**config.mk**
```make
export PLATFORM = sky130hd
export DESIGN_NAME = rtc_counter
export DESIGN_NICKNAME = d
export VERILOG_FILES = /design/src/hw/bus_pkg.sv /design/src/hw/rtc_counter.sv
export SDC_FILE = /design/constraint.sdc
export NUM_CORES = 1
export LEC_CHECK = 0
export BUFFER_PORTS_ARGS = -buffer_cell sky130_fd_sc_hd__buf_4
export CAP_MARGIN = 20
export CORE_MARGIN = 3
export CORE_UTILIZATION = 54
export CTS_CLUSTER_DIAMETER = 120
export DETAILED_ROUTE_END_ITERATION = 6
export PLACE_DENSITY_LB_ADDON = 0.05
export SLEW_MARGIN = 20
export SYNTH_ARGS = -nofsm -noshare
export SYNTH_HDL_FRONTEND = slang
export SYNTH_SLANG_ARGS = --single-unit
```
**constraint.sdc**
```tcl
create_clock -name clk -period 2.7 [get_ports clk]
set_input_delay 0.135 -clock clk [delete_from_list [all_inputs] [get_ports clk]]
set_output_delay 0.135 -clock clk [all_outputs]
set_load 0.01 [all_outputs]
```
**src/hw/bus_pkg.sv**
```systemverilog
`default_nettype none

package bus_pkg;

    // widths that carry a meaning on the bus
    typedef logic [31:0] addr_t;
    typedef logic [63:0] data_t;
    typedef logic [7:0]  kb_code_t;
    typedef logic [31:0] seg_t;
    typedef logic [15:0] led_t;

    // access width, applied to writes only
    typedef enum logic [1:0] {
        WIDTH_BYTE,
        WIDTH_HALF,
        WIDTH_WORD,
        WIDTH_DOUBLE
    } width_e;

    // one request from the master
    typedef struct packed {
        logic   write;
        addr_t  addr;
        data_t  wdata;
        width_e width;
    } bus_req_t;

    // response back to the master
    typedef struct packed {
        data_t rdata;
        // unmapped address
        logic  err;
    } bus_resp_t;

endpackage

`default_nettype wire
```
**src/hw/rtc_counter.sv**
```systemverilog
`timescale 1ns/1ps
`default_nettype none

module rtc_counter #(
    parameter int CLK_DIV = 4
) (
    input  logic           clk,
    input  logic           rst,
    output bus_pkg::data_t count
);

    localparam int DIV_W = (CLK_DIV > 1) ? $clog2(CLK_DIV) : 1;

    logic [DIV_W-1:0] pre_q;
    logic             tick;

    // prescaler wraps at CLK_DIV-1
    assign tick = (pre_q == DIV_W'(CLK_DIV - 1));

    always_ff @(posedge clk) begin
        if (rst) begin
            pre_q <= '0;
            count <= '0;
        end else begin
            if (tick) begin
                pre_q <= '0;
                count <= count + 64'd1;
            end else begin
                pre_q <= pre_q + 1'b1;
            end
        end
    end

endmodule

`default_nettype wire

```
# Word-level counts from Yosys, hierarchy flattened
# Cells that the tools add are included.
totals:
  out_inout_bits: 64
  regBits: 66
  in_bits: 2
  wordCells: 6
op_classes:
  reduce_logical: 1
  eq_ne: 1
  addsub: 2
ops:
  columns: ["op", "n"]
  rows:
  - ["adder 64 x 1 -> 64 bit (second input constant)", 1]
  - ["adder 2 x 1 -> 2 bit (second input constant)", 1]
  - ["== test 2 bit (second input constant)", 1]
  - ["OR reduction 2 bit", 1]

# Logic depth before layout (Yosys ltp)
depth:
  ltp_word: 2
  mapped_depth: 7
  ltp_nobuf: 6

# Worst setup path after synthesis
# OpenSTA, ideal clock, no wires.
synth_timing:
  path_type: "reg2reg"
  from: "register count[0]"
  to: "register count[50]"
  slack_ns: 0.605
  setup_ns: 0.070
  arrival_time_ns: 2.025
  synth_period_minus_slack_ns: 2.095
  t_required_ns: 2.630
  stages_incl_launch_ff: 7
  path_buffers: 0
  cell_sequence: "dfxtp_1 > ha_1 > nand4_1 > nor4_2 > nand3_1 > or4_1 > a21oi_1"
synth_via:
  elab_chain_len: 1
synth_lines:
  columns: ["element", "line", "text"]
  rows:
  - ["start: declaration", "rtc_counter.sv:9", "output bus_pkg::data_t count"]
  - ["start signal: assignment", "rtc_counter.sv:27", "count <= count + 64'd1;"]
  - ["adder 64 x 1 -> 64 bit", "rtc_counter.sv:27", null]
# Every way passes these cells.
# A chain may end at the register's enable or synchronous reset.

# Worst setup path after layout
layout_timing:
  from: "register count[14]"
  to: "register count[55]"
# Same word-level chain as after synthesis.

==> impl_results.md <==
- CTS resizes: 0
- Sink Count: 66
- Share of layout cells above drive strength 1: 0.224
- Worst flop-to-flop path startpoint: count[14]$_SDFFE_PP0P_
- Ys flop type: dfxtp_1
- Post-DP HPWL: 5.80 mm
- FFs w/ async S/R, synth: 0
- Die Ht: between 80 and 90 um
- First-pass DRT Iterations: 4
- RSZ-0062 raised after global routing: no
- Die area: 6850 um2
- Final period demand of the worst path: 2.25 ns
- Seq/Total Area, Yosys: 0.415
- Total gr overflow: 0
- CTS tree: done
- Post-synth EDFFs: 0
- Mapped Nets: between 300 and 400
- Distinct cells, synth: 35
- IO Count: 66
- Result of the run: finished clean
- R2R depth: 5
- Synth-to-Final Area Change: 25.7%
- First-pass GRT wire length: 13.1 mm
- CP cell instances: nand4_2, nor4_4, nand3_2, or4_1, a21oi_1
- R2R Path End: count[55]$_SDFFE_PP0P_
- Worst setup EP type: register
- Worst-path clk slew: 0.07 ns
- Antenna violations before repair: 0
- Crit path DAT: 2.51 ns
- Final std cells w/o fill: approximately 520
- Yosys top cell by area: dfxtp_1
- Startpoint Class: register
- Die extent in x: roughly 83 um
- Post-CTS setup buffers: 0
- Least-Margin Pin Slew: 0.711 ns
- TNS Setup: 0 ns
- PD cells: between 400 and 500 nW/um2
- Gpl congestion: between 0.8 and 0.9
- Placed insts: just over 500
- Hold Fails Final Rpt: 0
- Total power draw: slightly below 2000 uW
- Vias in the first global route: around 2.9k
- H-tree Lvls: 3
- Critical path class: reg -> reg
- Max-cap violations: 0
- Worst Hold End: count[3]$_SDFFE_PP0P_
- Worst-path fanout max: 7
- WL final: a little over 8 mm
- CTS Root Cell: clkbuf_8
- CTS Buf Count: 9
- Via count: slightly above 3k
- Clock Latency Late Sink: approximately 0.33 ns
- Max-slew violations: 0
- Nets: 450
- GRT Util Overall: 0.250
- Worst Path Required: 2.96 ns
- Most frequent cell after synthesis: dfxtp_1
- Yosys warning count: 0
- Core area: 5610 um2
- Worst stage delay on the critical path: 0.55 ns
- Number of remaining DRC errors: 0
- N_diodes: 0
- Syn Inst Count: 372
- Crit path from: count[14]$_SDFFE_PP0P_
- Setup Skew: just over 0.008 ns
- WL per Instance: 15.4 um
- Hold Buf Count CTS: 0
- Number of synthesized register bits: 66
- Port Buf Inserts: 65
- Hold depth: 2
- Synth top cells by count: dfxtp_1, nor2_1, xor2_1, nand4_1, nand2_1
- Worst slew margin: 0.526
- Largest net degree at the start of global routing: 69
- Cell Area, Synth: between 3000 and 4000 um2
- Top post-synthesis cells by area: dfxtp_1, xor2_1, nor2_1
- Fmax: 0.444 GHz
- Part of the cycle the worst path needs: 0.835
- Worst R2R Setup Slack: 0.45 ns
- Setup violations, final: 0
- Slowest CP cell: nor4_4
- Pleak: around 0.0015 uW
- First DRT Iteration DRCs: roughly 150
- Worst Hold Class: in -> reg
- Peak VDD IR: 0.313 mV
- Max Buffers Root-to-Sink: 2
- Synth top area share: 0.415
- Num rows: 27
- Initial Util: 0.567
- Origin of the worst min-delay path: rst
- Post-route ant nets: 0
- Syn avg cell area: 8.55 um2
- Via density: 5.84
## power breakdown
group / total (uW) / internal (uW) / switching (uW)
Combinational: 33.4 / 10.0 / 23.4
Clock: 931 / 567 / 364
Sequential: 982 / 978 / 3.83
## sequential cells by signal (all words and copies together) (netlist names)
register,count
pre_q,2
count,64
## kinds of logic after synthesis
kind of cell,synth area share
flops,0.415
fa+ha+maj,0.00786
buf+inv,0.0240
xor+xnor,0.113
compound gates,0.0743
simple gates,0.363
mux,0.00315
## worst max-delay path by stage
stage                             endpoint  cells past startpoint
floorplan           count[50]$_SDFFE_PP0P_                      6
global placement    count[55]$_SDFFE_PP0P_                      5
detailed placement  count[55]$_SDFFE_PP0P_                      5
CTS                 count[55]$_SDFFE_PP0P_                      5
global route        count[58]$_SDFFE_PP0P_                      8
finish              count[55]$_SDFFE_PP0P_                      5
## routing by layer
| layer | track usage | part of all wire |
|---|---|---|
| met5 | 0 | 0 |
| met4 | 0.111 | 0.019 |
| met3 | 0.0618 | 0.051 |
| met2 | 0.427 | 0.49 |
| met1 | 0.296 | 0.44 |
## cell usage in the layout, fill, tap and decap left out, types with 3 or more instances in the layout
cell type	Yosys	final
and2_1	5	5
nor4_1	6	6
nand3_1	26	26
clkbuf_8	0	11
nand4_2	3	3
and3_1	9	9
xnor2_1	12	12
and4_1	4	4
a21oi_1	19	19
dfxtp_1	66	66
o21ai_0	11	11
or4_1	11	11
nor2b_1	5	5
nor4_2	3	3
nor2_1	48	48
nand4_1	28	28
inv_1	8	8
nor3_1	9	9
or3_1	10	10
o31ai_1	9	9
nand2_1	27	27
buf_4	0	74
xor2_1	29	29
## critical path: cells and delay by family, from the launching register on
family	cells	cell delay (ns)
AND/OR/NAND/NOR	4	1.56
flip-flops	1	0.45
AO/OA/AOI/OAI	1	0.15
## stage by stage
stage / hold WS (ns) / instance area (um2) / util / setup slack (ns)
final: 0.336 / 4000 / 0.713 / 0.446
after global routing: 0.344 / 4000 / 0.713 / 0.322
after CTS: 0.324 / 4000 / 0.713 / 0.462
after detailed placement: 0.428 / 3780 / 0.674 / 0.505
after global placement: 0.423 / 3780 / 0.674 / 0.581
after floorplan: 0.303 / 3180 / - / 0.605
## area by class of cell
class | count | area (um2)
Clock buffer | 13 | 159
Sequential cell | 66 | 1320
Inverter | 8 | 30.0
Tap cell | 72 | 90.1
Clock inverter | 2 | 60.1
Multi-Input combinational cell | 287 | 1780
Timing Repair Buffer | 74 | 556
Fill cell | 466 | 1610
Power figures use the tool's default switching activity.
