==> config.mk <==
export PLATFORM = sky130hd
export DESIGN_NAME = mmio_ctrl
export DESIGN_NICKNAME = d
export VERILOG_FILES = /design/src/hw/bus_pkg.sv /design/src/hw/mmio_ctrl.sv
export SDC_FILE = /design/constraint.sdc
export NUM_CORES = 1
export LEC_CHECK = 0
export CORE_ASPECT_RATIO = 1.1
export CORE_MARGIN = 2
export CORE_UTILIZATION = 38
export DETAILED_ROUTE_END_ITERATION = 8
export DONT_BUFFER_PORTS = 1
export SLEW_MARGIN = 5
export SYNTH_ARGS = -nofsm -noshare
export SYNTH_HDL_FRONTEND = slang
export SYNTH_SLANG_ARGS = --single-unit
==> constraint.sdc <==
create_clock -name clk -period 11.75 [get_ports clk]
set_clock_uncertainty 0.2 [all_clocks]
set_input_delay 1.7625 -clock clk [delete_from_list [all_inputs] [get_ports clk]]
set_output_delay 1.7625 -clock clk [all_outputs]
set_load 0.05 [all_outputs]
==> src/hw/bus_pkg.sv <==
`default_nettype none

package bus_pkg;

    // widths that carry a meaning on the bus
    typedef logic [31:0] addr_t;
    typedef logic [63:0] data_t;
    typedef logic [7:0]  kb_code_t;
    typedef logic [31:0] seg_t;
    typedef logic [15:0] led_t;

    // access width, applied to writes only
    typedef enum logic [1:0] {
        WIDTH_BYTE,
        WIDTH_HALF,
        WIDTH_WORD,
        WIDTH_DOUBLE
    } width_e;

    // one request from the master
    typedef struct packed {
        logic   write;
        addr_t  addr;
        data_t  wdata;
        width_e width;
    } bus_req_t;

    // response back to the master
    typedef struct packed {
        data_t rdata;
        // unmapped address
        logic  err;
    } bus_resp_t;

endpackage

`default_nettype wire
==> src/hw/mmio_ctrl.sv <==
`timescale 1ns/1ps
`default_nettype none

module mmio_ctrl (
    input  logic               clk,
    input  logic               rst,
    input  logic               req_valid,
    input  bus_pkg::bus_req_t  req,
    output logic               req_ready,
    output logic               resp_valid,
    input  logic               resp_ready,
    output logic               access_en,
    output bus_pkg::bus_req_t  cur_req
);

    typedef enum logic [1:0] {
        IDLE,
        ACCESS,
        RESP
    } state_e;

    state_e state_q;
    state_e state_d;

    // flow control lives here only
    assign req_ready  = (state_q == IDLE);
    assign access_en  = (state_q == ACCESS);
    assign resp_valid = (state_q == RESP);

    always_comb begin
        state_d = state_q;
        case (state_q)
            IDLE: begin
                if (req_valid) begin
                    state_d = ACCESS;
                end
            end
            // single access cycle, devices act on access_en
            ACCESS: begin
                state_d = RESP;
            end
            RESP: begin
                if (resp_ready) begin
                    state_d = IDLE;
                end
            end
            default: begin
                state_d = IDLE;
            end
        endcase
    end

    always_ff @(posedge clk) begin
        if (rst) begin
            state_q <= IDLE;
        end else begin
            state_q <= state_d;
        end
    end

    // in-flight request, held until the next acceptance
    always_ff @(posedge clk) begin
        if (req_valid && req_ready) begin
            cur_req <= req;
        end
    end

endmodule

`default_nettype wire

Word-level counts from Yosys, hierarchy flattened

Cells that the tools add are included.

Reductions and logical operators: 3
Mux-type cells: 3
Equal/unequal tests: 4

Operators by type and width:

| operator             | number |
|---|---|
| $pmux W2 S3          | 1 |
| $mux W2              | 2 |
| $eq A2 B1 Y1 const B | 1 |
| $eq A2 B2 Y1 const B | 1 |
| $logic_not A2 Y1     | 1 |
| $ne A2 B1 Y1 const B | 1 |
| $ne A2 B2 Y1 const B | 1 |
| $reduce_and A2 Y1    | 1 |
| $logic_and A1 B1 Y1  | 1 |

Flip-flop bits (word level): 101
Input bits: 103
Word-level logic and storage cells: 15
Output and inout port bits: 102

Logic depth before layout (Yosys ltp)

Depth after elaboration: 3
Mapped depth: 2
Mapped depth without buffers: 2

Least setup slack after synthesis

Ideal clock, no wire load.

Path type: input to register
Start point: input port req_valid
End point: register cur_req[0] (netlist name) (enable)
Required time: 11.010 ns
Path buffers: 0
Stages: 1
Arrival: 5.538 ns
Setup time: 0.540 ns
Path slack: 5.473 ns
Path through: nor3b_2

Cells in the longest elaborated chain, start to end: 1

RTL lines:

| what                   | RTL line        | text |
|---|---|---|
| start: declaration     | mmio_ctrl.sv:7  | `input logic req_valid,` |
| $logic_and A1 B1 Y1    | mmio_ctrl.sv:63 | `if (req_valid && req_ready) begin` |
| end signal: assignment | mmio_ctrl.sv:64 | `cur_req <= req;` |
| end: declaration       | mmio_ctrl.sv:13 | `output bus_pkg::bus_req_t cur_req` |

Every way passes these cells.
A chain may end at the register's enable or synchronous reset.

Worst setup path after layout

Start point: register state_q[1]
End point: output port req_ready

Cells in the longest elaborated chain, start to end: 1

RTL lines:

| what                     | RTL line        | text |
|---|---|---|
| start: declaration       | mmio_ctrl.sv:22 | `state_e state_q;` |
| start signal: assignment | mmio_ctrl.sv:57 | `state_q <= state_d;` |
| $logic_not A2 Y1         | mmio_ctrl.sv:26 | `assign req_ready = (state_q == IDLE);` |
| end: declaration         | mmio_ctrl.sv:9  | `output logic req_ready,` |

Every way passes these cells.

==> results.sh <==
export IMPL_p_leak_uw=0.001116
export IMPL_cts_resized=0
export IMPL_critPathSlowestCell="nor2_1"
export IMPL_root_buffer="clkbuf_8"
export IMPL_synth_common_cells="edfxtp_1 (99), dfxtp_1 (2), nor2_1 (2)"
export IMPL_area_growth_pct=12.49
export IMPL_swShare=0.2690
export IMPL_layout_min_cycle_time_ns=3.431
export IMPL_post_cts_buffers=0
export IMPL_drive_gt1_frac=0.1520
export IMPL_cts_tree="done"
export IMPL_grt_max_degree=94
export IMPL_grt_pass1_vias=1148
export IMPL_critPathArrivalTime_ns=1.47
export IMPL_syn_nets=212
export IMPL_internal_power_uw=570.3
export IMPL_diodes=0
export IMPL_dieArea_um2=8830
export IMPL_gr_total_overflow=0
export IMPL_portBuffers=0
export IMPL_synth_edff_count=99
export IMPL_synth_top_cell_area_share=0.9666
export IMPL_maxSlewHeadroom=0.2754
export IMPL_cts_htree_levels=3
export IMPL_cp_start_kind="register"
export IMPL_p_switching_uw=209.8
export IMPL_combPwrFrac=0.020
export IMPL_stdcell_area_um2=3460
export IMPL_ir_drop_uv=87.98
export IMPL_min_path_type="register to register"
export IMPL_gp_congestion=0.7143
export IMPL_powerDensity_nw_per_um2=225.5
export IMPL_cts_inserted_buffers=9
export IMPL_first_pass_iters=3
export IMPL_nets=224
export IMPL_synthTopCellsByArea="edfxtp_1 (97%), dfxtp_1 (1.3%), nor2b_4 (0.45%), nor3b_2 (0.41%), a22o_2 (0.33%)"
export IMPL_grt_use_total=0.1201
export IMPL_die_w_um=89.78
export IMPL_crit_fanout=4
export IMPL_synth_seq_area_share=0.9797
export IMPL_ant_nets=0
export IMPL_grt_antenna_before_repair=1
export IMPL_cp_end_kind="output pin"
export IMPL_clk_pin_slew_ns=0.08
export IMPL_drv_slew=0
export IMPL_ys_ff_latch=101
export IMPL_crit_buf_inv=0
export IMPL_ys_types=9
export IMPL_pwr_share_clk=0.318
export IMPL_grt_first_pass_wirelength_um=7383
export IMPL_synth_largest_area_cell="edfxtp_1"
export IMPL_cap_viol_max_count=0
export IMPL_start_util=0.3908
export IMPL_io_pins=205
export IMPL_die_h_um=98.36
export IMPL_outcome="complete, no violations"
export IMPL_placed_cell_area_um2=3224
export IMPL_syn_area_um2=3075
export IMPL_yosys_warnings=0
export IMPL_finalCritPeriodShare=0.2920
export IMPL_num_vias=1114
export IMPL_worst_pin_slew_ns=1.087
export IMPL_clock_latency_ns=0.34
export IMPL_tns_ns=0
export IMPL_core_um2=7870
export IMPL_crit_type="register to output pin"
export IMPL_postLayoutCoreUtil=0.4396
export IMPL_routed_wl_um=5368
export IMPL_p_seq_frac=0.662
export IMPL_fmax_mhz=291.5
export IMPL_synthMostInstantiatedCell="edfxtp_1"
export IMPL_drt_iter0_drc=94
export IMPL_synth_ff_type="edfxtp_1"
export IMPL_syn_avg_cell_area_um2=28.22
export IMPL_synth_async_reset_ratio=0
export IMPL_crit_chain="nor2_1"
export IMPL_netlist_instances=109
export IMPL_cp_required_ns=9.79
export IMPL_wl_per_cell_um=23.04
export IMPL_critPathMaxStageDelay_ns=0.75
export IMPL_rsz0062_at_grt="false"
export IMPL_viasPerCell=4.781
export IMPL_hold_violations=0
export IMPL_rows=34
export IMPL_cts_sinks=101
export IMPL_cts_hold_buffers=0
export IMPL_setup_viol=0
export IMPL_cts_buffer_depth=2
export IMPL_drc=0
export IMPL_critical_path_top_delay_family="simple AND/OR/NAND/NOR gates"
==> logic make-up (layout without fill, tap and decap cells) <==
kind of cell,count (synthesis),in the layout,synth area share
flip-flops,101,101,0.9797
AO/OA/AOI/OAI,1,1,0.003255
AND/OR/NAND/NOR,6,6,0.01587
buffers and inverters,1,17,0.001219
==> worst paths after layout <==
check,slack (ns),end,startpoint,cells past startpoint
worst min-delay path,0.52,cur_req[71]$_DFFE_PP_,state_q[0]$_SDFFE_PP0P_,1
worst max register to register,9.42,cur_req[73]$_DFFE_PP_,state_q[1]$_SDFFE_PP0P_,2
worst max-delay path,8.32,req_ready,state_q[1]$_SDFFE_PP0P_,1
worst min register to register,0.52,cur_req[71]$_DFFE_PP_,state_q[0]$_SDFFE_PP0P_,1
==> layout by cell type (no fill, tap or decap), types with 2 or more instances in the layout <==
master	netlist	layout
edfxtp_1	99	99
clkbuf_8	0	9
bufinv_16	0	3
nor2_1	2	2
dfxtp_1	2	2
==> power groups by stage <==
stage          combinational, µW  clock [µW]  sequential, µW
6_report                    15.6         248             516
5_1_grt                     17.6         273             519
4_1_cts                     16.1         256             517
3_5_place_dp                16.0           0             525
3_3_place_gp                15.3           0             525
2_1_floorplan               12.4           0             523
==> flip-flops by register name, indices dropped and copies added, names as in the netlist <==
| signal | cells |
|---|---|
| cur_req | 99 |
| state_q | 2 |
==> through the flow <==
step                      cells  hold slack (ns)  worst slack [ns]  total power [µW]
final                       233           0.5232             8.319             780.1
after global placement      218           0.4982             8.098             540.6
after floorplan             109           0.5938             5.473             535.6
after global routing        233           0.5543             8.237             809.7
after CTS                   233           0.5302             8.263             789.6
after detailed placement    218           0.5121             8.044             541.2
==> layout make-up <==
type / count / area (µm²)
Clock buffer: 9 / 123.9
Clock inverter: 6 / 111.4
Fill cell: 660 / 4410
Inverter: 1 / 3.754
Multi-Input combinational cell: 7 / 65.06
Sequential cell: 101 / 3013
Tap cell: 108 / 135.1
Timing Repair Buffer: 1 / 7.507
==> per-layer routing <==
layer  global-route usage  vias up  wire length (µm)
li1                     -      457                 -
met1               0.1091      522              1689
met2               0.1894      124              2710
met3              0.09028       11               837
met4              0.07574        0               131
met5                    0        -                 0
Note: power is estimated with default switching activity, not from simulation.
