### src/hw/bus_pkg.sv
`default_nettype none

package bus_pkg;

    // widths that carry a meaning on the bus
    typedef logic [31:0] addr_t;
    typedef logic [63:0] data_t;
    typedef logic [7:0]  kb_code_t;
    typedef logic [31:0] seg_t;
    typedef logic [15:0] led_t;

    // access width, applied to writes only
    typedef enum logic [1:0] {
        WIDTH_BYTE,
        WIDTH_HALF,
        WIDTH_WORD,
        WIDTH_DOUBLE
    } width_e;

    // one request from the master
    typedef struct packed {
        logic   write;
        addr_t  addr;
        data_t  wdata;
        width_e width;
    } bus_req_t;

    // response back to the master
    typedef struct packed {
        data_t rdata;
        // unmapped address
        logic  err;
    } bus_resp_t;

endpackage

`default_nettype wire
### src/hw/mem_map_pkg.sv
`default_nettype none

package mem_map_pkg;

    import bus_pkg::*;

    // decoded target of a request
    typedef enum logic [2:0] {
        REGION_RAM,
        REGION_KBD,
        REGION_SWT,
        REGION_RTC,
        REGION_SEG,
        REGION_LED,
        REGION_SERIAL,
        REGION_NONE
    } region_e;

    // base addresses and lengths in bytes
    parameter addr_t RAM_BASE    = 32'h8000_0000;
    parameter addr_t RAM_LEN     = 32'h0000_1000;
    parameter addr_t KBD_BASE    = 32'hA000_0060;
    parameter addr_t KBD_LEN     = 32'h0000_0008;
    parameter addr_t SWT_BASE    = 32'hA000_0100;
    parameter addr_t SWT_LEN     = 32'h0000_0008;
    parameter addr_t RTC_BASE    = 32'hA000_0048;
    parameter addr_t RTC_LEN     = 32'h0000_0008;
    parameter addr_t SEG_BASE    = 32'hA000_0200;
    parameter addr_t SEG_LEN     = 32'h0000_0008;
    parameter addr_t LED_BASE    = 32'hA000_0208;
    parameter addr_t LED_LEN     = 32'h0000_0008;
    parameter addr_t SERIAL_BASE = 32'hA000_03F8;
    parameter addr_t SERIAL_LEN  = 32'h0000_0008;

    function automatic region_e region_of(addr_t addr);
        region_e region;
        region = REGION_NONE;
        if (addr >= RAM_BASE && addr < RAM_BASE + RAM_LEN) region = REGION_RAM;
        if (addr >= KBD_BASE && addr < KBD_BASE + KBD_LEN) region = REGION_KBD;
        if (addr >= SWT_BASE && addr < SWT_BASE + SWT_LEN) region = REGION_SWT;
        if (addr >= RTC_BASE && addr < RTC_BASE + RTC_LEN) region = REGION_RTC;
        if (addr >= SEG_BASE && addr < SEG_BASE + SEG_LEN) region = REGION_SEG;
        if (addr >= LED_BASE && addr < LED_BASE + LED_LEN) region = REGION_LED;
        if (addr >= SERIAL_BASE && addr < SERIAL_BASE + SERIAL_LEN) region = REGION_SERIAL;
        return region;
    endfunction

endpackage

`default_nettype wire

### src/hw/mmio.sv
`timescale 1ns/1ps
`default_nettype none

module mmio (
    input  logic               clk,
    input  logic               rst,
    input  logic               access_en,
    input  bus_pkg::bus_req_t  cur_req,
    input  bus_pkg::data_t     ram_rdata,
    input  bus_pkg::kb_code_t  kb_head,
    input  logic               kb_not_empty,
    input  logic [7:0]         swt,
    input  bus_pkg::data_t     rtc_count,
    output logic               ram_hit,
    output logic               kb_pop,
    output bus_pkg::bus_resp_t resp,
    output bus_pkg::seg_t      seg,
    output bus_pkg::led_t      led,
    output logic               serial_valid,
    output logic [7:0]         serial_byte
);

    import bus_pkg::*;
    import mem_map_pkg::*;

    region_e region;
    data_t   rd_val;
    data_t   rdata_q;
    logic    err_q;
    logic    ram_rd_q;
    logic    wr_en;
    logic    rd_en;

    assign region  = region_of(cur_req.addr);
    assign ram_hit = (region == REGION_RAM);

    assign wr_en = access_en && cur_req.write;
    assign rd_en = access_en && !cur_req.write;

    // head leaves the FIFO on the same edge it is registered
    assign kb_pop = rd_en && (region == REGION_KBD) && kb_not_empty;

    // non-RAM read value, zero-extended
    always_comb begin
        case (region)
            REGION_KBD: rd_val = kb_not_empty ? {56'h0, kb_head} : '0;
            REGION_SWT: rd_val = {56'h0, swt};
            REGION_RTC: rd_val = rtc_count;
            default:    rd_val = '0;
        endcase
    end

    always_ff @(posedge clk) begin
        if (access_en) begin
            rdata_q <= cur_req.write ? '0 : rd_val;
        end
    end

    always_ff @(posedge clk) begin
        if (rst) begin
            err_q    <= 1'b0;
            ram_rd_q <= 1'b0;
        end else if (access_en) begin
            err_q    <= (region == REGION_NONE);
            ram_rd_q <= ram_hit && !cur_req.write;
        end
    end

    // RAM word arrives registered from data_ram
    assign resp = '{rdata: ram_rd_q ? ram_rdata : rdata_q, err: err_q};

    always_ff @(posedge clk) begin
        if (rst) begin
            seg          <= '0;
            led          <= '0;
            serial_valid <= 1'b0;
        end else begin
            serial_valid <= wr_en && (region == REGION_SERIAL);
            if (wr_en && region == REGION_SEG) begin
                seg <= cur_req.wdata[31:0];
            end
            if (wr_en && region == REGION_LED) begin
                led <= cur_req.wdata[15:0];
            end
        end
    end

    // byte qualified by serial_valid
    always_ff @(posedge clk) begin
        if (wr_en && region == REGION_SERIAL) begin
            serial_byte <= cur_req.wdata[7:0];
        end
    end

endmodule

`default_nettype wire

### config.mk
export PLATFORM = sky130hd
export DESIGN_NAME = mmio
export DESIGN_NICKNAME = d
export VERILOG_FILES = /design/src/hw/bus_pkg.sv /design/src/hw/mem_map_pkg.sv /design/src/hw/mmio.sv
export SDC_FILE = /design/constraint.sdc
export NUM_CORES = 1
export LEC_CHECK = 0
export CORE_AREA = 2 2 145 147
export DETAILED_ROUTE_END_ITERATION = 8
export DIE_AREA = 0 0 147 149
export DONT_BUFFER_PORTS = 1
export SYNTH_ARGS = -nofsm -noshare
export SYNTH_HDL_FRONTEND = slang
export SYNTH_SLANG_ARGS = --single-unit
export TNS_END_PERCENT = 20
### constraint.sdc
create_clock -name clk -period 3.4 [get_ports clk]
set_input_delay 0.34 -clock clk [delete_from_list [all_inputs] [get_ports clk]]
set_output_delay 0.34 -clock clk [all_outputs]
set_load 0.03 [all_outputs]
After elaboration in Yosys (flattened, before gate mapping)
Cells that the tools add are included.
{ "op_classes": {"n_eq_ne": 7, "n_mux": 10, "reduce_logical": 17, "magnitude_cmp": 14} }
{ "ops": {"columns": ["operator", "n"], "rows": [
  ["$ge A32 B32 Y1 const B", 7],
  ["$lt A32 B32 Y1 const B", 7],
  ["$pmux W64 S3", 1],
  ["$mux W64", 1],
  ["$mux W3", 7],
  ["$logic_and A1 B1 Y1", 15],
  ["$eq A3 B3 Y1 const B", 4],
  ["$mux W8", 1],
  ["$eq A3 B2 Y1 const B", 2],
  ["$eq A3 B1 Y1 const B", 1],
  ["$logic_not A3 Y1", 1],
  ["$logic_not A1 Y1", 1]
]} }
{ "word_totals": {"reg_bits": 123, "output_inout_bits": 124, "word_cells": 55, "in_bits": 247} }

Depth between registers and ports, before layout
{ "logic_depth": {"ltp_word": 12, "ltp_mapped": 8, "mapped_depth_nobuf": 5} }

Least setup slack after synthesis
Ideal clock, no wire load.
{ "synth_path": {"kind": "input to register", "from": "in cur_req[84] (netlist name)", "to": "reg serial_byte[0] (enable)", "required_time_ns": 3.017, "arrival_ns": 2.201, "path_buffers": 0, "setup_ns": 0.383, "slack_ns": 0.815, "stages": 5, "cell_sequence": "nor4_1 nand3b_1 nor4_2 nand2_1 nor3_1"} }
{ "synth_between": {"elab_chain_cells": 11, "elab_cells_between_ends": 30, "cone_classes": "order compare: 14; eq/ne: 1; mux: 7; reduce/logical: 8"} }
{ "synth_rtl": {"columns": ["element", "line_no", "source"], "rows": [
  ["start, declared", "mmio.sv:8", "input bus_pkg::bus_req_t cur_req,"],
  ["$ge A32 B32 Y1 or $lt A32 B32 Y1 (tied branches)", "mem_map_pkg.sv:38", "if (addr >= RAM_BASE && addr < RAM_BASE + RAM_LEN) region = REGION_RAM;"],
  ["$logic_and A1 B1 Y1", "mem_map_pkg.sv:38", null],
  ["$mux W3", "mem_map_pkg.sv:38", null],
  ["$mux W3", "mem_map_pkg.sv:39", "if (addr >= KBD_BASE && addr < KBD_BASE + KBD_LEN) region = REGION_KBD;"],
  ["$mux W3", "mem_map_pkg.sv:40", "if (addr >= SWT_BASE && addr < SWT_BASE + SWT_LEN) region = REGION_SWT;"],
  ["$mux W3", "mem_map_pkg.sv:41", "if (addr >= RTC_BASE && addr < RTC_BASE + RTC_LEN) region = REGION_RTC;"],
  ["$mux W3", "mem_map_pkg.sv:42", "if (addr >= SEG_BASE && addr < SEG_BASE + SEG_LEN) region = REGION_SEG;"],
  ["$mux W3", "mem_map_pkg.sv:43", "if (addr >= LED_BASE && addr < LED_BASE + LED_LEN) region = REGION_LED;"],
  ["$mux W3 (*)", "mem_map_pkg.sv:44", "if (addr >= SERIAL_BASE && addr < SERIAL_BASE + SERIAL_LEN) region = REGION_SERIAL;"],
  ["$eq A3 B3 Y1 (*)", "mmio.sv:90", "if (wr_en && region == REGION_SERIAL) begin"],
  ["$logic_and A1 B1 Y1 (*)", "mmio.sv:90", null],
  ["end signal, assigned", "mmio.sv:91", "serial_byte <= cur_req.wdata[7:0];"],
  ["end, declared", "mmio.sv:20", "output logic [7:0] serial_byte"]
]} }
Every way passes the cells marked *; elsewhere a longest branch is shown, timed or not.
A chain may end at the register's enable or synchronous reset.

Worst setup path in the final report
{ "layout_path": {"from": "in cur_req[84] (netlist name)", "to": "out kb_pop"} }
{ "layout_between": {"elab_chain_cells": 12, "elab_cells_between_ends": 31, "cone_classes": "order compare: 14; eq/ne: 1; mux: 7; reduce/logical: 9"} }
{ "layout_rtl": {"columns": ["element", "line_no", "source"], "rows": [
  ["$ge A32 B32 Y1 or $lt A32 B32 Y1 (tied branches)", "mem_map_pkg.sv:38", null],
  ["$logic_and A1 B1 Y1", "mem_map_pkg.sv:38", null],
  ["$mux W3", "mem_map_pkg.sv:38", null],
  ["$mux W3", "mem_map_pkg.sv:39", null],
  ["$mux W3", "mem_map_pkg.sv:40", null],
  ["$mux W3", "mem_map_pkg.sv:41", null],
  ["$mux W3", "mem_map_pkg.sv:42", null],
  ["$mux W3", "mem_map_pkg.sv:43", null],
  ["$mux W3 (*)", "mem_map_pkg.sv:44", null],
  ["$eq A3 B1 Y1 (*)", "mmio.sv:41", "assign kb_pop = rd_en && (region == REGION_KBD) && kb_not_empty;"],
  ["$logic_and A1 B1 Y1 (*) (2 in a row)", "mmio.sv:41", null],
  ["end, declared", "mmio.sv:15", "output logic kb_pop,"]
]} }
Marked as above.

==> implementation parameters <==
Parameter                              Value

Outcome
  Status ... completed

Synth
  Post-synth top area cell ... sky130_fd_sc_hd__edfxtp_1
  Number of flops mapped to enable cells by yosys ... 72
  Top cell types by occurrence after synthesis ... sky130_fd_sc_hd__edfxtp_1, sky130_fd_sc_hd__mux2_2, sky130_fd_sc_hd__and2_1
  Most instantiated library cell after synthesis ... sky130_fd_sc_hd__edfxtp_1
  Post-synth design cell area ... 5910 µm²
  Fraction of post-synthesis cell area in the top cell type by area ... 36.6%
  Number of register bits inferred by synthesis ... 123
  Proportion of register bits with asynchronous set or reset after synthesis ... 0%
  Proportion of synthesized chip area in sequential cells ... 53.9%
  Net count after synthesis ... 759
  Top cells by area, synth ... sky130_fd_sc_hd__edfxtp_1, sky130_fd_sc_hd__dfxtp_1, sky130_fd_sc_hd__mux2_2
  Total of warnings raised by yosys ... 0
  Instance count of the mapped netlist ... 512
  Flip-flop cell with the highest count after synthesis ... sky130_fd_sc_hd__edfxtp_1
  Average instance area after synthesis ... 11.5 µm²
  Yosys cell types ... 37

Flow run
  Max-cap viol count ... 0

STA
  RSZ-0062 raised after global routing ... false
  Number of pins exceeding their max-slew limit in the final report ... 0
  Period utilisation layout ... 73.8%
  Final count of hold timing violations ... 0
  Clk_skew ... 0 ns
  Max transition margin ... 16.4%
  Final TNS setup ... 0 ns
  Final critical-path required period ... 2.51 ns
  Final-report setup violation count ... 0
  Achievable clock frequency ... 398 MHz
  Transition time at the pin with the least slew margin ... 1.25 ns

Floorplanning
  Number of top-level pins ... 371
  Chip height ... 149 µm
  Horizontal extent of the die ... 147 µm
  Full die area ... 21,900 µm²
  Starting density of the core ... 28.7%
  Placeable Area ... 20,600 µm²
  Count of standard-cell rows ... 53

Setup path
  Endpoint arrival time on the critical path ... 2.17 ns
  Highest net fanout along the worst path ... 9
  Launch point of the critical path ... cur_req[84]
  Worst-path cell chain ... nor4_1 -> nand3b_1 -> nor4_4 -> nand4b_2 -> nor2_1 -> buf_4
  Worst reg2reg path endpoint ... ram_rd_q$_SDFFE_PP0P_
  Register-to-Register Path Depth ... 3
  R2r setup slk ... 2.17 ns
  Kind of start point of the critical path ... input pin
  Critical setup path kind ... in2out
  Endpoint class of the critical path ... output port
  WP data required ... 3.06 ns
  Critical Path Slowest Stage Cell ... sky130_fd_sc_hd__nor4_4
  Highest cell delay on the worst timing path ... 0.44 ns
  Launch point of the worst reg-to-reg path ... ram_rd_q$_SDFFE_PP0P_
  Termination of the worst setup path ... kb_pop

Pwr
  Clock share of power ... 50.1%
  Ratio of total power to cell area ... 538 nW/µm²
  Fraction of power spent switching nets ... 24.1%
  Fraction of power consumed by sequential logic ... 44.4%
  IR Drop Worst-Case VDD ... 290 µV
  Post-route total power ... 0.00367 W
  Static power due to leakage ... 2.15 nW
  Internal power component ... 0.00279 W
  Fraction of power consumed by combinational cells ... 5.5%
  Switching power ... 0.000885 W

Layout
  Synth-to-Final Area Change ... 15.4%
  Share of cells above drive strength 1 ... 23.2%
  Sequential cell area in the final layout ... 3180 µm²
  Fillers ... 2,026
  Final #Nets ... 748
  ANT cells ... 0
  Final std cell area, no fill ... 6820 µm²
  Area of the multi-input gates ... 2490 µm²

Routing
  DRC violation total after the first TritonRoute iteration ... 382
  Per-cell routed wire length ... 23.7 µm
  DRC violations left ... 0
  Total routed wirelength ... 18,700 µm
  Avg Vias per Cell ... 5.63
  Drt pass-1 iters ... 5
  Number of vias after detailed routing ... 4,444
  Number of nets with antenna violations after detailed routing ... 0

Placement
  Final weighted congestion in routability-driven placement ... 0.782
  Count of buffers from port buffering ... 0
  Placed Instance Area ... 6120 µm²
  Final HPWL DP ... 13,400 µm

Clocking
  Buffer levels on the longest clock path ... 2
  Number of H-tree levels ... 4
  Clock Pin Slew Worst Setup and Hold Paths ... 0.06 ns
  Number of clock sinks ... 123
  TritonCTS clock tree ... done
  Number of buffers created by CTS ... 17
  Buffer cell driving the clock tree root ... sky130_fd_sc_hd__clkbuf_16
  Latest clock arrival within the worst-skew pair ... 0.41 ns

Global route
  Initial antenna violation count ... 1
  Overall Global Routing Usage ... 16.5%
  Wire length of the first global-routing pass ... 27,000 µm
  Pin count of the biggest net entering global routing ... 73
  GRT overflow ... 0
  Vias in the first global route ... 4,555

Worst hold path
  Hold/Removal Path Class ... in2reg
## power by group through the flow
| stage | sequential, W | combinational (W) | clock [W] |
|---|---|---|---|
| floorplan | 0.00165 | 0.000173 | 0 |
| global placement | 0.00166 | 0.000181 | 0 |
| detailed placement | 0.00166 | 0.000181 | 0 |
| CTS | 0.00163 | 0.000194 | 0.00189 |
| global route | 0.00163 | 0.000209 | 0.00195 |
| finish | 0.00163 | 0.000202 | 0.00184 |
## state kept, by name (all words and copies together) (netlist names)
name          flops
serial_valid      1
seg              32
err_q             1
rdata_q          64
serial_byte       8
led              16
ram_rd_q          1
## how the worst min path moves through the flow
stage / from / to / slack, ns / cells past startpoint
finish: access_en / rdata_q[43]$_SDFFCE_PP0P_ / 0.04 / 0
global route: access_en / rdata_q[43]$_SDFFCE_PP0P_ / 0.008 / 0
CTS: cur_req[4] / serial_byte[2]$_DFFE_PP_ / 0.003 / 0
detailed placement: rst / ram_rd_q$_SDFFE_PP0P_ / 0.41 / 1
global placement: rst / ram_rd_q$_SDFFE_PP0P_ / 0.41 / 1
floorplan: cur_req[2] / serial_byte[0]$_DFFE_PP_ / 0.44 / 0
## worst max-delay path, delay by kind of cell
kind / cells / cell delay, ns
simple gates: 5 / 1.65
buf+inv: 1 / 0.18
## per-stage QoR
| step | hold WS, ns | setup slack [ns] | utilization (%) | instances |
|---|---|---|---|---|
| floorplan | 0.439 | 0.815 | - | 512 |
| global placement | 0.410 | 0.742 | 29.8 | 748 |
| detailed placement | 0.413 | 0.587 | 29.8 | 748 |
| CTS | 0.00346 | 0.853 | 32.8 | 781 |
| global route | 0.00813 | 0.813 | 33.2 | 789 |
| finish | 0.0409 | 0.889 | 33.2 | 789 |
## repair_timing
| item | in CTS | in global routing |
|---|---|---|
| hold buffers | 1 | 8 |
| buffers inserted | 0 | 0 |
| endpoints found under the hold margin | 50 | 8 |
| gates resized for setup | 0 | 0 |
## area by class of cell
cell class | instances | share of cell area [%]
flip-flops and latches | 123 | 46.7
well taps | 275 | 5.05
clock buffers | 21 | 7.23
repair buffers | 23 | 3.01
multi-input cells | 336 | 36.5
clock inverters | 11 | 1.52
## cell families after synthesis
family | share of synthesized area [%]
buffers and inverters | 4.55
xor gates and xnor gates | 0.148
DFF | 53.9
AOI/OAI and AO/OA | 12.5
muxes | 12.2
and+or+nand+nor | 16.7
## cell usage in the layout, fill, tap and decap left out, types with 2 or more instances in the layout
master and instances:
sky130_fd_sc_hd__nor4_2 2, sky130_fd_sc_hd__edfxtp_1 72, sky130_fd_sc_hd__dlygate4sd3_1 8, sky130_fd_sc_hd__nand4_1 49, sky130_fd_sc_hd__a222oi_1 8, sky130_fd_sc_hd__or4_1 2, sky130_fd_sc_hd__clkinv_2 2, sky130_fd_sc_hd__nor4_1 4
sky130_fd_sc_hd__mux2_2 64, sky130_fd_sc_hd__nor4bb_1 2, sky130_fd_sc_hd__inv_6 2, sky130_fd_sc_hd__nand2_1 9, sky130_fd_sc_hd__nand3_1 2, sky130_fd_sc_hd__a21oi_1 50, sky130_fd_sc_hd__buf_4 14, sky130_fd_sc_hd__nor3_1 2
sky130_fd_sc_hd__dfxtp_1 50, sky130_fd_sc_hd__nor3b_1 2, sky130_fd_sc_hd__inv_4 2, sky130_fd_sc_hd__nand3b_1 2, sky130_fd_sc_hd__clkbuf_16 19, sky130_fd_sc_hd__nor2_1 13, sky130_fd_sc_hd__clkinv_4 3, sky130_fd_sc_hd__and2_1 59
sky130_fd_sc_hd__o31ai_1 49
## metal layers
metal  global-route usage [%]  share of wire, %  up-vias
li1                         -                 -     1952
met1                     18.1                36     2157
met2                     29.4                52      310
met3                     6.33                10       23
met4                     5.72               1.9        2
met5                        0             0.069        -
No activity file was read; power rests on OpenSTA's default activity.
