--- config.mk ---
export PLATFORM = sky130hd
export DESIGN_NAME = kbd_fifo
export DESIGN_NICKNAME = d
export VERILOG_FILES = /design/src/hw/bus_pkg.sv /design/src/hw/kbd_fifo.sv
export SDC_FILE = /design/constraint.sdc
export NUM_CORES = 1
export LEC_CHECK = 0
export BUFFER_PORTS_ARGS = -buffer_cell sky130_fd_sc_hd__buf_2
export CAP_MARGIN = 10
export CELL_PAD_IN_SITES_DETAIL_PLACEMENT = 1
export CELL_PAD_IN_SITES_GLOBAL_PLACEMENT = 1
export CORE_MARGIN = 3
export CORE_UTILIZATION = 45
export CTS_BUF_LIST = sky130_fd_sc_hd__clkbuf_16
export DETAILED_ROUTE_END_ITERATION = 10
export PLACE_DENSITY_LB_ADDON = 0.15
export SLEW_MARGIN = 25
export SYNTH_ARGS = -nofsm -noshare
export SYNTH_HDL_FRONTEND = slang
export SYNTH_SLANG_ARGS = --single-unit
--- constraint.sdc ---
create_clock -name clk -period 2.2 [get_ports clk]
set_input_delay 0.33 -clock clk [delete_from_list [all_inputs] [get_ports clk]]
set_output_delay 0.33 -clock clk [all_outputs]
set_load 0.01 [all_outputs]
--- src/hw/bus_pkg.sv ---
`default_nettype none

package bus_pkg;

    // widths that carry a meaning on the bus
    typedef logic [31:0] addr_t;
    typedef logic [63:0] data_t;
    typedef logic [7:0]  kb_code_t;
    typedef logic [31:0] seg_t;
    typedef logic [15:0] led_t;

    // access width, applied to writes only
    typedef enum logic [1:0] {
        WIDTH_BYTE,
        WIDTH_HALF,
        WIDTH_WORD,
        WIDTH_DOUBLE
    } width_e;

    // one request from the master
    typedef struct packed {
        logic   write;
        addr_t  addr;
        data_t  wdata;
        width_e width;
    } bus_req_t;

    // response back to the master
    typedef struct packed {
        data_t rdata;
        // unmapped address
        logic  err;
    } bus_resp_t;

endpackage

`default_nettype wire
--- src/hw/kbd_fifo.sv ---
`timescale 1ns/1ps
`default_nettype none

module kbd_fifo #(
    parameter int KB_DEPTH = 8
) (
    input  logic              clk,
    input  logic              rst,
    input  logic              kb_valid,
    input  bus_pkg::kb_code_t kb_code,
    output logic              kb_ready,
    input  logic              pop,
    output bus_pkg::kb_code_t head,
    output logic              not_empty
);

    import bus_pkg::*;

    localparam int PTR_W = (KB_DEPTH > 1) ? $clog2(KB_DEPTH) : 1;

    kb_code_t         mem [KB_DEPTH];
    logic [PTR_W-1:0] wptr_q;
    logic [PTR_W-1:0] rptr_q;
    logic [PTR_W:0]   count_q;
    logic             push;
    logic             do_pop;

    assign kb_ready  = (count_q != (PTR_W+1)'(KB_DEPTH));
    assign not_empty = (count_q != '0);
    assign head      = mem[rptr_q];

    assign push   = kb_valid && kb_ready;
    // pop of an empty buffer is dropped
    assign do_pop = pop && not_empty;

    always_ff @(posedge clk) begin
        if (push) begin
            mem[wptr_q] <= kb_code;
        end
    end

    always_ff @(posedge clk) begin
        if (rst) begin
            wptr_q  <= '0;
            rptr_q  <= '0;
            count_q <= '0;
        end else begin
            if (push) begin
                wptr_q <= (wptr_q == PTR_W'(KB_DEPTH - 1)) ? '0 : wptr_q + 1'b1;
            end
            if (do_pop) begin
                rptr_q <= (rptr_q == PTR_W'(KB_DEPTH - 1)) ? '0 : rptr_q + 1'b1;
            end
            // simultaneous push and pop leave the count alone
            case ({push, do_pop})
                2'b10:   count_q <= count_q + 1'b1;
                2'b01:   count_q <= count_q - 1'b1;
                default: count_q <= count_q;
            endcase
        end
    end

endmodule

`default_nettype wire

Word level (Yosys, flattened, before mapping)
Memory sizes are Yosys's and may differ from the RTL's. A register that Yosys moved wholly into a read port is not among the register bits.
Index checks and enable logic that the tools add are counted.
{"block": "classes", "n_eq_ne": 5, "mul": 0, "add_sub_neg": 4, "mux": 7, "n_lt_le_gt_ge": 0, "reduce_logical": 4, "n_shift": 0, "n_bitwise": 0, "div_mod_pow": 0}
{"operator": "$mux 3", "count": 4}
{"operator": "$pmux 4 s2", "count": 1}
{"operator": "$add 3x1->3 const B", "count": 2}
{"operator": "$eq 3x3->1 const B", "count": 2}
{"operator": "$add 4x1->4 const B", "count": 1}
{"operator": "$ne 4x4->1 const B", "count": 1}
{"operator": "$reduce_bool 4->1", "count": 1}
{"operator": "$sub 4x1->4 const B", "count": 1}
{"operator": "$eq 2x1->1 const B", "count": 1}
{"operator": "$eq 2x2->1 const B", "count": 1}
{"operator": "$logic_and 1x1->1", "count": 2}
{"operator": "$mux 1", "count": 2}
{"operator": "$reduce_bool 2->1", "count": 1}
{"block": "totals", "mem_bits_ro": 0, "register_bits": 10, "latch_bits": 0, "out_inout_bits": 10, "inputBits": 12, "mem_count": 1, "ramBits": 64}
{"name": "mem", "words": 8, "word_bits": 8, "read_ports": 1, "rd_clocked_by_memory_dff": 1, "wr": 1, "line": "kbd_fifo.sv:21", "source": "kb_code_t mem [KB_DEPTH];"}

Logic depth before layout (Yosys ltp)
Gate-level depths: netlist (run 1).
{"block": "logic_depth", "ltp_word": 4, "ltp_mapped": 10}

Least setup slack after synthesis (run 1)
OpenSTA, ideal clock, no wires.
{"block": "synth_timing", "path_type": "reg-to-reg", "from": "register count_q[1]", "to": "register count_q[2]", "setup_time_ns": 0.071, "stages_incl_launch_ff": 11, "t_required_ns": 2.129, "setup_slack_ns": -0.190, "synth_period_minus_slack_ns": 2.390, "arrival_time_ns": 2.319, "cell_sequence": "dfxtp_1 > or4_4 > nand2_1 > inv_1 > ha_1 > xor2_1 > ha_1 > a21oi_1 > xor2_1 > or3_1 > a21oi_1"}
{"block": "synth_between", "elab_chain_len": 4, "elab_cells_between_ends": 10, "classes_between": "2 x add/sub; 3 x eq/ne; 1 x mux; 4 x reduce/logical"}
{"item": "start, declared", "line": "kbd_fifo.sv:24", "source": "logic [PTR_W:0] count_q;"}
{"item": "start signal, assigned", "line": "kbd_fifo.sv:56", "source": "2'b10: count_q <= count_q + 1'b1;"}
{"item": "start signal, assigned", "line": "kbd_fifo.sv:57", "source": "2'b01: count_q <= count_q - 1'b1;"}
{"item": "start signal, assigned", "line": "kbd_fifo.sv:58", "source": "default: count_q <= count_q;"}
{"item": "$reduce_bool 4->1 (*)", "line": "kbd_fifo.sv:29", "source": "assign not_empty = (count_q != '0);"}
{"item": "via not_empty", "line": "kbd_fifo.sv:14", "source": "output logic not_empty"}
{"item": "$logic_and 1x1->1 (*)", "line": "kbd_fifo.sv:34", "source": "assign do_pop = pop && not_empty;"}
{"item": "$eq 2x1->1 / $eq 2x2->1 (equally long branches)", "line": "kbd_fifo.sv:55", "source": "case ({push, do_pop})"}
{"item": "$pmux 4 s2 / $reduce_bool 2->1 (equally long branches)"}
Mark *: on every way through the listed nets, which the timed path passes. The rest lies on a longest branch.
A chain may end at the register's enable or synchronous reset.

Worst setup path in the final report (run 1)
{"block": "layout_timing", "from": "register count_q[3]", "to": "register count_q[3]"}
{"block": "layout_between", "elab_chain_len": 4, "elab_cells_between_ends": 10, "classes_between": "2 x add/sub; 3 x eq/ne; 1 x mux; 4 x reduce/logical"}
{"item": "$ne 4x4->1 / $reduce_bool 4->1 (equally long branches)", "line": "kbd_fifo.sv:28, kbd_fifo.sv:29"}
{"item": "$logic_and 1x1->1, on equally long branches", "line": "kbd_fifo.sv:32, kbd_fifo.sv:34"}
{"item": "$eq 2x1->1 / $eq 2x2->1 (equally long branches)", "line": "kbd_fifo.sv:55"}
{"item": "$pmux 4 s2 / $reduce_bool 2->1 (equally long branches)"}
Several ways; a longest one is shown, not always the timed one.

==> results.py, run 1 <==
metrics = {
    "sta": {
        "finalSetupViolations": 2,
        "finalCritPeriodShare": 1.045,
        "drv_slew": 0,
        "rsz0062_at_grt": "yes",
        "hold_ws_ps": 267.0,
        "hold_violations": 0,
        "period_needed_ps": 2299,
        "skew_ps": 4.831,
        "relSlewSlack": 0.5906,
        "worst_pin_slew_ps": 613.5,
        "setup_ws_ps": -99.33,
        "fmax_mhz": 434.9,
    },
    "setup_path": {
        "worst-path-stages": 8,
        "slowest_delay_ps": 560,
        "crit_family": "simple AND/OR/NAND/NOR gates",
        "start_kind": "flop",
        "path_cells": "or4_4 -> nand2_4 -> inv_4 -> ha_4 -> nand3b_1 -> a211o_2 -> a21oi_4 -> mux2_4",
        "endpoint": "count_q[3]",
        "cp_slowest_cell": "or4_4",
        "regToRegEndpoint": "count_q[3]",
        "worstSetupStartpoint": "count_q[3]",
        "worstPathArrival_ps": 2510,
        "cp-end-kind": "flop",
        "rrSetupSlack_ps": -100,
        "worstPathMaxFanout": 3,
        "path_class": "flop to flop",
        "cp_num_buf_inv": 1,
        "reg2reg_depth": 8,
        "required_ps": 2420,
        "timing.rr.start": "count_q[3]",
    },
    "placement": {
        "port_buffers": 21,
        "dp_cells": 290,
        "dpl_cell_area_um2": 3482,
        "place_congestion": 0.7804,
        "dpl.hpwl_um": 3970,
    },
    "cts": {
        "cts_tree": "done",
        "clk-insertion-delay-late_ps": 330,
        "cts_max_path_buffers": 2,
        "root_buffer": "clkbuf_16",
        "htree_levels": 3,
        "cts-hold-fix-buffers": 0,
        "clk_pin_slew_worst_paths_ps": 60,
        "cts.sinks": 77,
        "numCtsBuffers": 9,
    },
    "cells_and_area": {
        "fin_nets": 234,
        "finalInstanceArea_um2": 3910,
        "drive_above_1_share": 0.4682,
        "most-common-layout-cells": "64 x edfxtp_1, 21 x buf_2, 17 x buf_4",
        "diodes": 0,
        "utilization": 0.5954,
        "final_cells": 313,
        "area_growth_pct": 23.52,
        "layout_commonest_cell": "edfxtp_1",
    },
    "floorplanning": {
        "core_area_um2": 6568,
        "die_y_um": 89.87,
        "start_util": 0.4820,
        "die_w_um": 89.87,
        "dieArea_um2": 8077,
        "rows": 29,
        "ios": 22,
    },
    "global_route": {
        "antenna_found_initial": 0,
        "grt_max_degree": 17,
        "grt_pass1_wl_um": 10060,
        "grt_pass1_vias": 1806,
        "track_usage": 0.1673,
        "grt_overflow": 0,
    },
    "route": {
        "totalWireLength_um": 6458,
        "drc": 0,
        "wl_per_cell_um": 20.63,
        "via_per_inst": 5.316,
        "ant_nets": 0,
        "drtIter0Drc": 133,
        "detail_route.first_pass.iterations": 4,
        "num_vias": 1664,
    },
    "synth": {
        "synth_fp_nets": 189,
        "syn_inst": 170,
        "yosys_warnings": 0,
        "synth_flop_cell": "edfxtp_1",
        "synth_area_um2": 3166,
        "synth-seq-cells": 77,
        "synth-edff-count": 64,
        "yosysSeqAreaShare": 0.6893,
        "synth.distinct_cells": 31,
        "ys_async_sr_fraction": 0,
        "syn_avg_cell_area_um2": 18.62,
    },
    "min_path": {
        "hold_class": "input pin to flop",
    },
    "power_and_ir_drop": {
        "power_density_nw_per_um2": 1226,
        "max-vdd-ir-drop_mv": 0.6151,
        "p_leak_nw": 1.347,
    },
    "run_status": {
        "violations": "setup timing",
        "status": "finished with violations",
    },
    "job": {
        "drv_cap": 0,
    },
}
state kept, by name, summed over array words and instances, names as in the netlist, named ones only:
name / count
mem: 64
count_q: 4
rptr_q: 3
wptr_q: 3
what timing repair did:
| item | in CTS | in global routing |
|---|---|---|
| pin swaps | 1 | 3 |
| cloned | 1 | 0 |
| setup buffers | 1 | 5 |
| gates resized for setup | 14 | 16 |
| setup endpoints to repair | 30 | 14 |
per-layer routing:
layer / vias to the layer above / GRT usage / share of wire
met5: - / 0 / 0
li1: 766 / - / -
met4: 0 / 0.05357 / 0.0082
met3: 5 / 0.04758 / 0.044
met1: 851 / 0.2153 / 0.45
met2: 42 / 0.2763 / 0.49
cells by family after synthesis:
| logic type | after synthesis | synth area share |
|---|---|---|
| DFF | 77 | 0.6893 |
| and+or+nand+nor | 37 | 0.06759 |
| muxes | 26 | 0.1668 |
| AOI/OAI and AO/OA | 12 | 0.02055 |
| buffers and inverters | 8 | 0.01976 |
| adders and majority gates | 7 | 0.02767 |
| xor gates and xnor gates | 3 | 0.008302 |
worst min path at each step:
| stage | startpoint | end | cells after the start |
|---|---|---|---|
| global placement | rptr_q[1] | rptr_q[1] | 2 |
| floorplan | kb_code[0] | mem[0][0] | 0 |
| finish | kb_code[5] | mem[6][5] | 1 |
| CTS | kb_code[7] | mem[0][7] | 1 |
| global route | kb_code[6] | mem[5][6] | 1 |
| detailed placement | rptr_q[2] | rptr_q[2] | 2 |
per-stage QoR:
step / setup slack, ps / setup TNS [ps] / total power, mW
global placement: -3.389 / -4.490 / 2.838
floorplan: -18.88 / -18.88 / 2.568
CTS: -81.62 / -157.2 / 4.747
detailed placement: -170.7 / -992.0 / 2.905
global route: -210.9 / -390.7 / 5.018
finish: -99.33 / -178.6 / 4.795
Yosys cell counts (all sizes together) (3+ instances only):
master / instances / area [um2]
nand3: 5 / 25.02
nor3: 4 / 20.02
a21oi: 10 / 50.05
nand2b: 3 / 18.77
dfxtp: 13 / 260.3
mux4: 16 / 416.7
xor2: 3 / 26.28
or3: 3 / 18.77
ha: 7 / 87.58
edfxtp: 64 / 1922
nand2: 9 / 50.05
nor2: 6 / 22.52
mux2: 9 / 101.4
buf: 5 / 51.29
power by group:
part           internal [mW]  switching, mW
Clock                   1.11          0.589
Sequential              1.71         0.0935
Combinational          0.713          0.573
Total                   3.54           1.26
area by class of cell:
class	instances	area, um2
inverter	1	6.256
clock buffer	9	225.2
sequential	77	2191
fill	585	2658
tap	93	116.4
clock inverter	7	120.1
multi-input combinational	85	959.7
timing repair buffer	41	291.5
Power figures use the tool's default switching activity.
==> inputs of run 2 (changes only) <==
--- a/config.mk
+++ b/config.mk
@@ -14,6 +14,7 @@
 export CTS_BUF_LIST = sky130_fd_sc_hd__clkbuf_16
 export DETAILED_ROUTE_END_ITERATION = 10
 export PLACE_DENSITY_LB_ADDON = 0.15
+export RECOVER_POWER = 50
 export SLEW_MARGIN = 25
 export SYNTH_ARGS = -nofsm -noshare
 export SYNTH_HDL_FRONTEND = slang
==> results.py, run 2 (synthesis gave the netlist of run 1 again) <==
metrics = {
    "min_path": {
        "hold_class": "input pin to flop",
    },
    "floorplanning": {
        "die_y_um": 89.87,
        "die_w_um": 89.87,
        "dieArea_um2": 8077,
        "ios": 22,
        "rows": 29,
        "start_util": 0.4820,
        "core_area_um2": 6568,
    },
    "setup_path": {
        "start_kind": "flop",
        "worstPathArrival_ps": 2510,
        "required_ps": 2410,
        "worstPathMaxFanout": 3,
        "path_class": "flop to flop",
        "cp-end-kind": "flop",
    },
    "power_and_ir_drop": {
        "p_leak_nw": 1.325,
        "power_density_nw_per_um2": 1228,
        "max-vdd-ir-drop_mv": 0.6144,
    },
    "cells_and_area": {
        "drive_above_1_share": 0.4318,
        "most-common-layout-cells": "64 x edfxtp_1, 17 x buf_4, 15 x mux4_2",
        "top_register": "mem",
        "top_regs": "mem x64, count_q x4",
        "largest_reg_flops": 64,
        "diodes": 0,
        "fin_nets": 234,
        "area_growth_pct": 23.20,
        "finalInstanceArea_um2": 3900,
        "layout_commonest_cell": "edfxtp_1",
    },
    "sta": {
        "skew_ps": 3.990,
        "hold_ws_ps": 322.7,
        "drv_slew": 0,
        "period_needed_ps": 2299,
        "finalCritPeriodShare": 1.045,
        "setup_ws_ps": -99.33,
        "relSlewSlack": 0.5958,
        "worst_pin_slew_ps": 605.7,
        "rsz0062_at_grt": "yes",
        "finalSetupViolations": 2,
        "hold_violations": 0,
        "fmax_mhz": 434.9,
    },
    "route": {
        "drc": 0,
        "drtIter0Drc": 140,
        "num_vias": 1665,
        "totalWireLength_um": 6481,
        "detail_route.first_pass.iterations": 4,
        "via_per_inst": 5.319,
        "ant_nets": 0,
        "wl_per_cell_um": 20.71,
    },
    "global_route": {
        "antenna_found_initial": 0,
        "grt_max_degree": 17,
        "grt_pass1_wl_um": 10060,
        "grt_overflow": 0,
        "track_usage": 0.1673,
        "grt_pass1_vias": 1806,
    },
    "cts": {
        "cts.sinks": 77,
        "root_buffer": "clkbuf_16",
        "htree_levels": 3,
        "cts_tree": "done",
        "cts-hold-fix-buffers": 0,
        "clk_pin_slew_worst_paths_ps": 60,
        "numCtsBuffers": 9,
        "cts_max_path_buffers": 2,
        "clk-insertion-delay-late_ps": 330,
    },
    "placement": {
        "port_buffers": 21,
        "dpl.hpwl_um": 3970,
        "dpl_cell_area_um2": 3482,
        "place_congestion": 0.7804,
    },
    "run_status": {
        "violations": "setup timing",
        "status": "finished with violations",
    },
    "job": {
        "drv_cap": 0,
    },
}
## run 2: cell types whose count changed in the layout (fill, tap and decap cells not counted)
| cell | delta |
|---|---|
| buf_2 | -8 |
| clkbuf_1 | +8 |
## run 2: worst max-delay path, cell delays in order (launching register included)
cell and delay, ps:
dfxtp_2 330, or4_4 560, nand2_4 90, inv_4 40, ha_4 160, nand3b_1 170, a211o_2 370, a21oi_4 160
mux2_4 300
## run 2: path summary, 6_finish.rpt
kind	startpoint	cells past startpoint	endpoint	slack, ps
min reg2reg	rptr_q[2]	2	flop	500
max reg2reg	count_q[3]	8	count_q[3]	-100
min	rst	2	count_q[2]	320
max	count_q[3]	8	count_q[3]	-100
## run 2: per-stage QoR
step | instances | setup TNS, ps | util | setup slack [ps] | power, mW
final | 313 | -178.6 | 0.5938 | -99.33 | 4.791
after floorplan | 170 | -18.88 | - | -18.88 | 2.568
after global routing | 313 | -390.7 | 0.5938 | -210.9 | 5.016
after global placement | 290 | -4.490 | 0.5302 | -3.389 | 2.838
after detailed placement | 290 | -992.0 | 0.5302 | -170.7 | 2.905
after CTS | 308 | -157.2 | 0.5936 | -81.62 | 4.747
## run 2: power by group
group / switching [mW] / internal (mW) / total (mW)
logic: 0.573 / 0.711 / 1.28
registers: 0.0945 / 1.71 / 1.81
clock network: 0.586 / 1.11 / 1.70
## run 2: layout make-up
cell class	count	area, um2
Fill cell	589	2668
Sequential cell	77	2191
Multi-Input combinational cell	85	959.7
Timing Repair Buffer	41	281.5
Clock buffer	9	225.2
Clock inverter	7	120.1
Tap cell	93	116.4
Inverter	1	6.256
## run 2: timing repair
action / 4_1_cts / 5_1_grt
resized for setup: 14 / 16
pin swaps: 1 / 3
gates cloned: 1 / 0
buffers inserted: 1 / 5
setup endpoints to repair: 30 / 14
## run 2: per-layer routing
layer | global-route usage | share of wire | up-vias
met5 | 0 | 0 | -
met4 | 0.05357 | 0.0054 | 0
met3 | 0.04758 | 0.032 | 5
met2 | 0.2763 | 0.50 | 30
met1 | 0.2153 | 0.46 | 865
li1 | - | - | 765
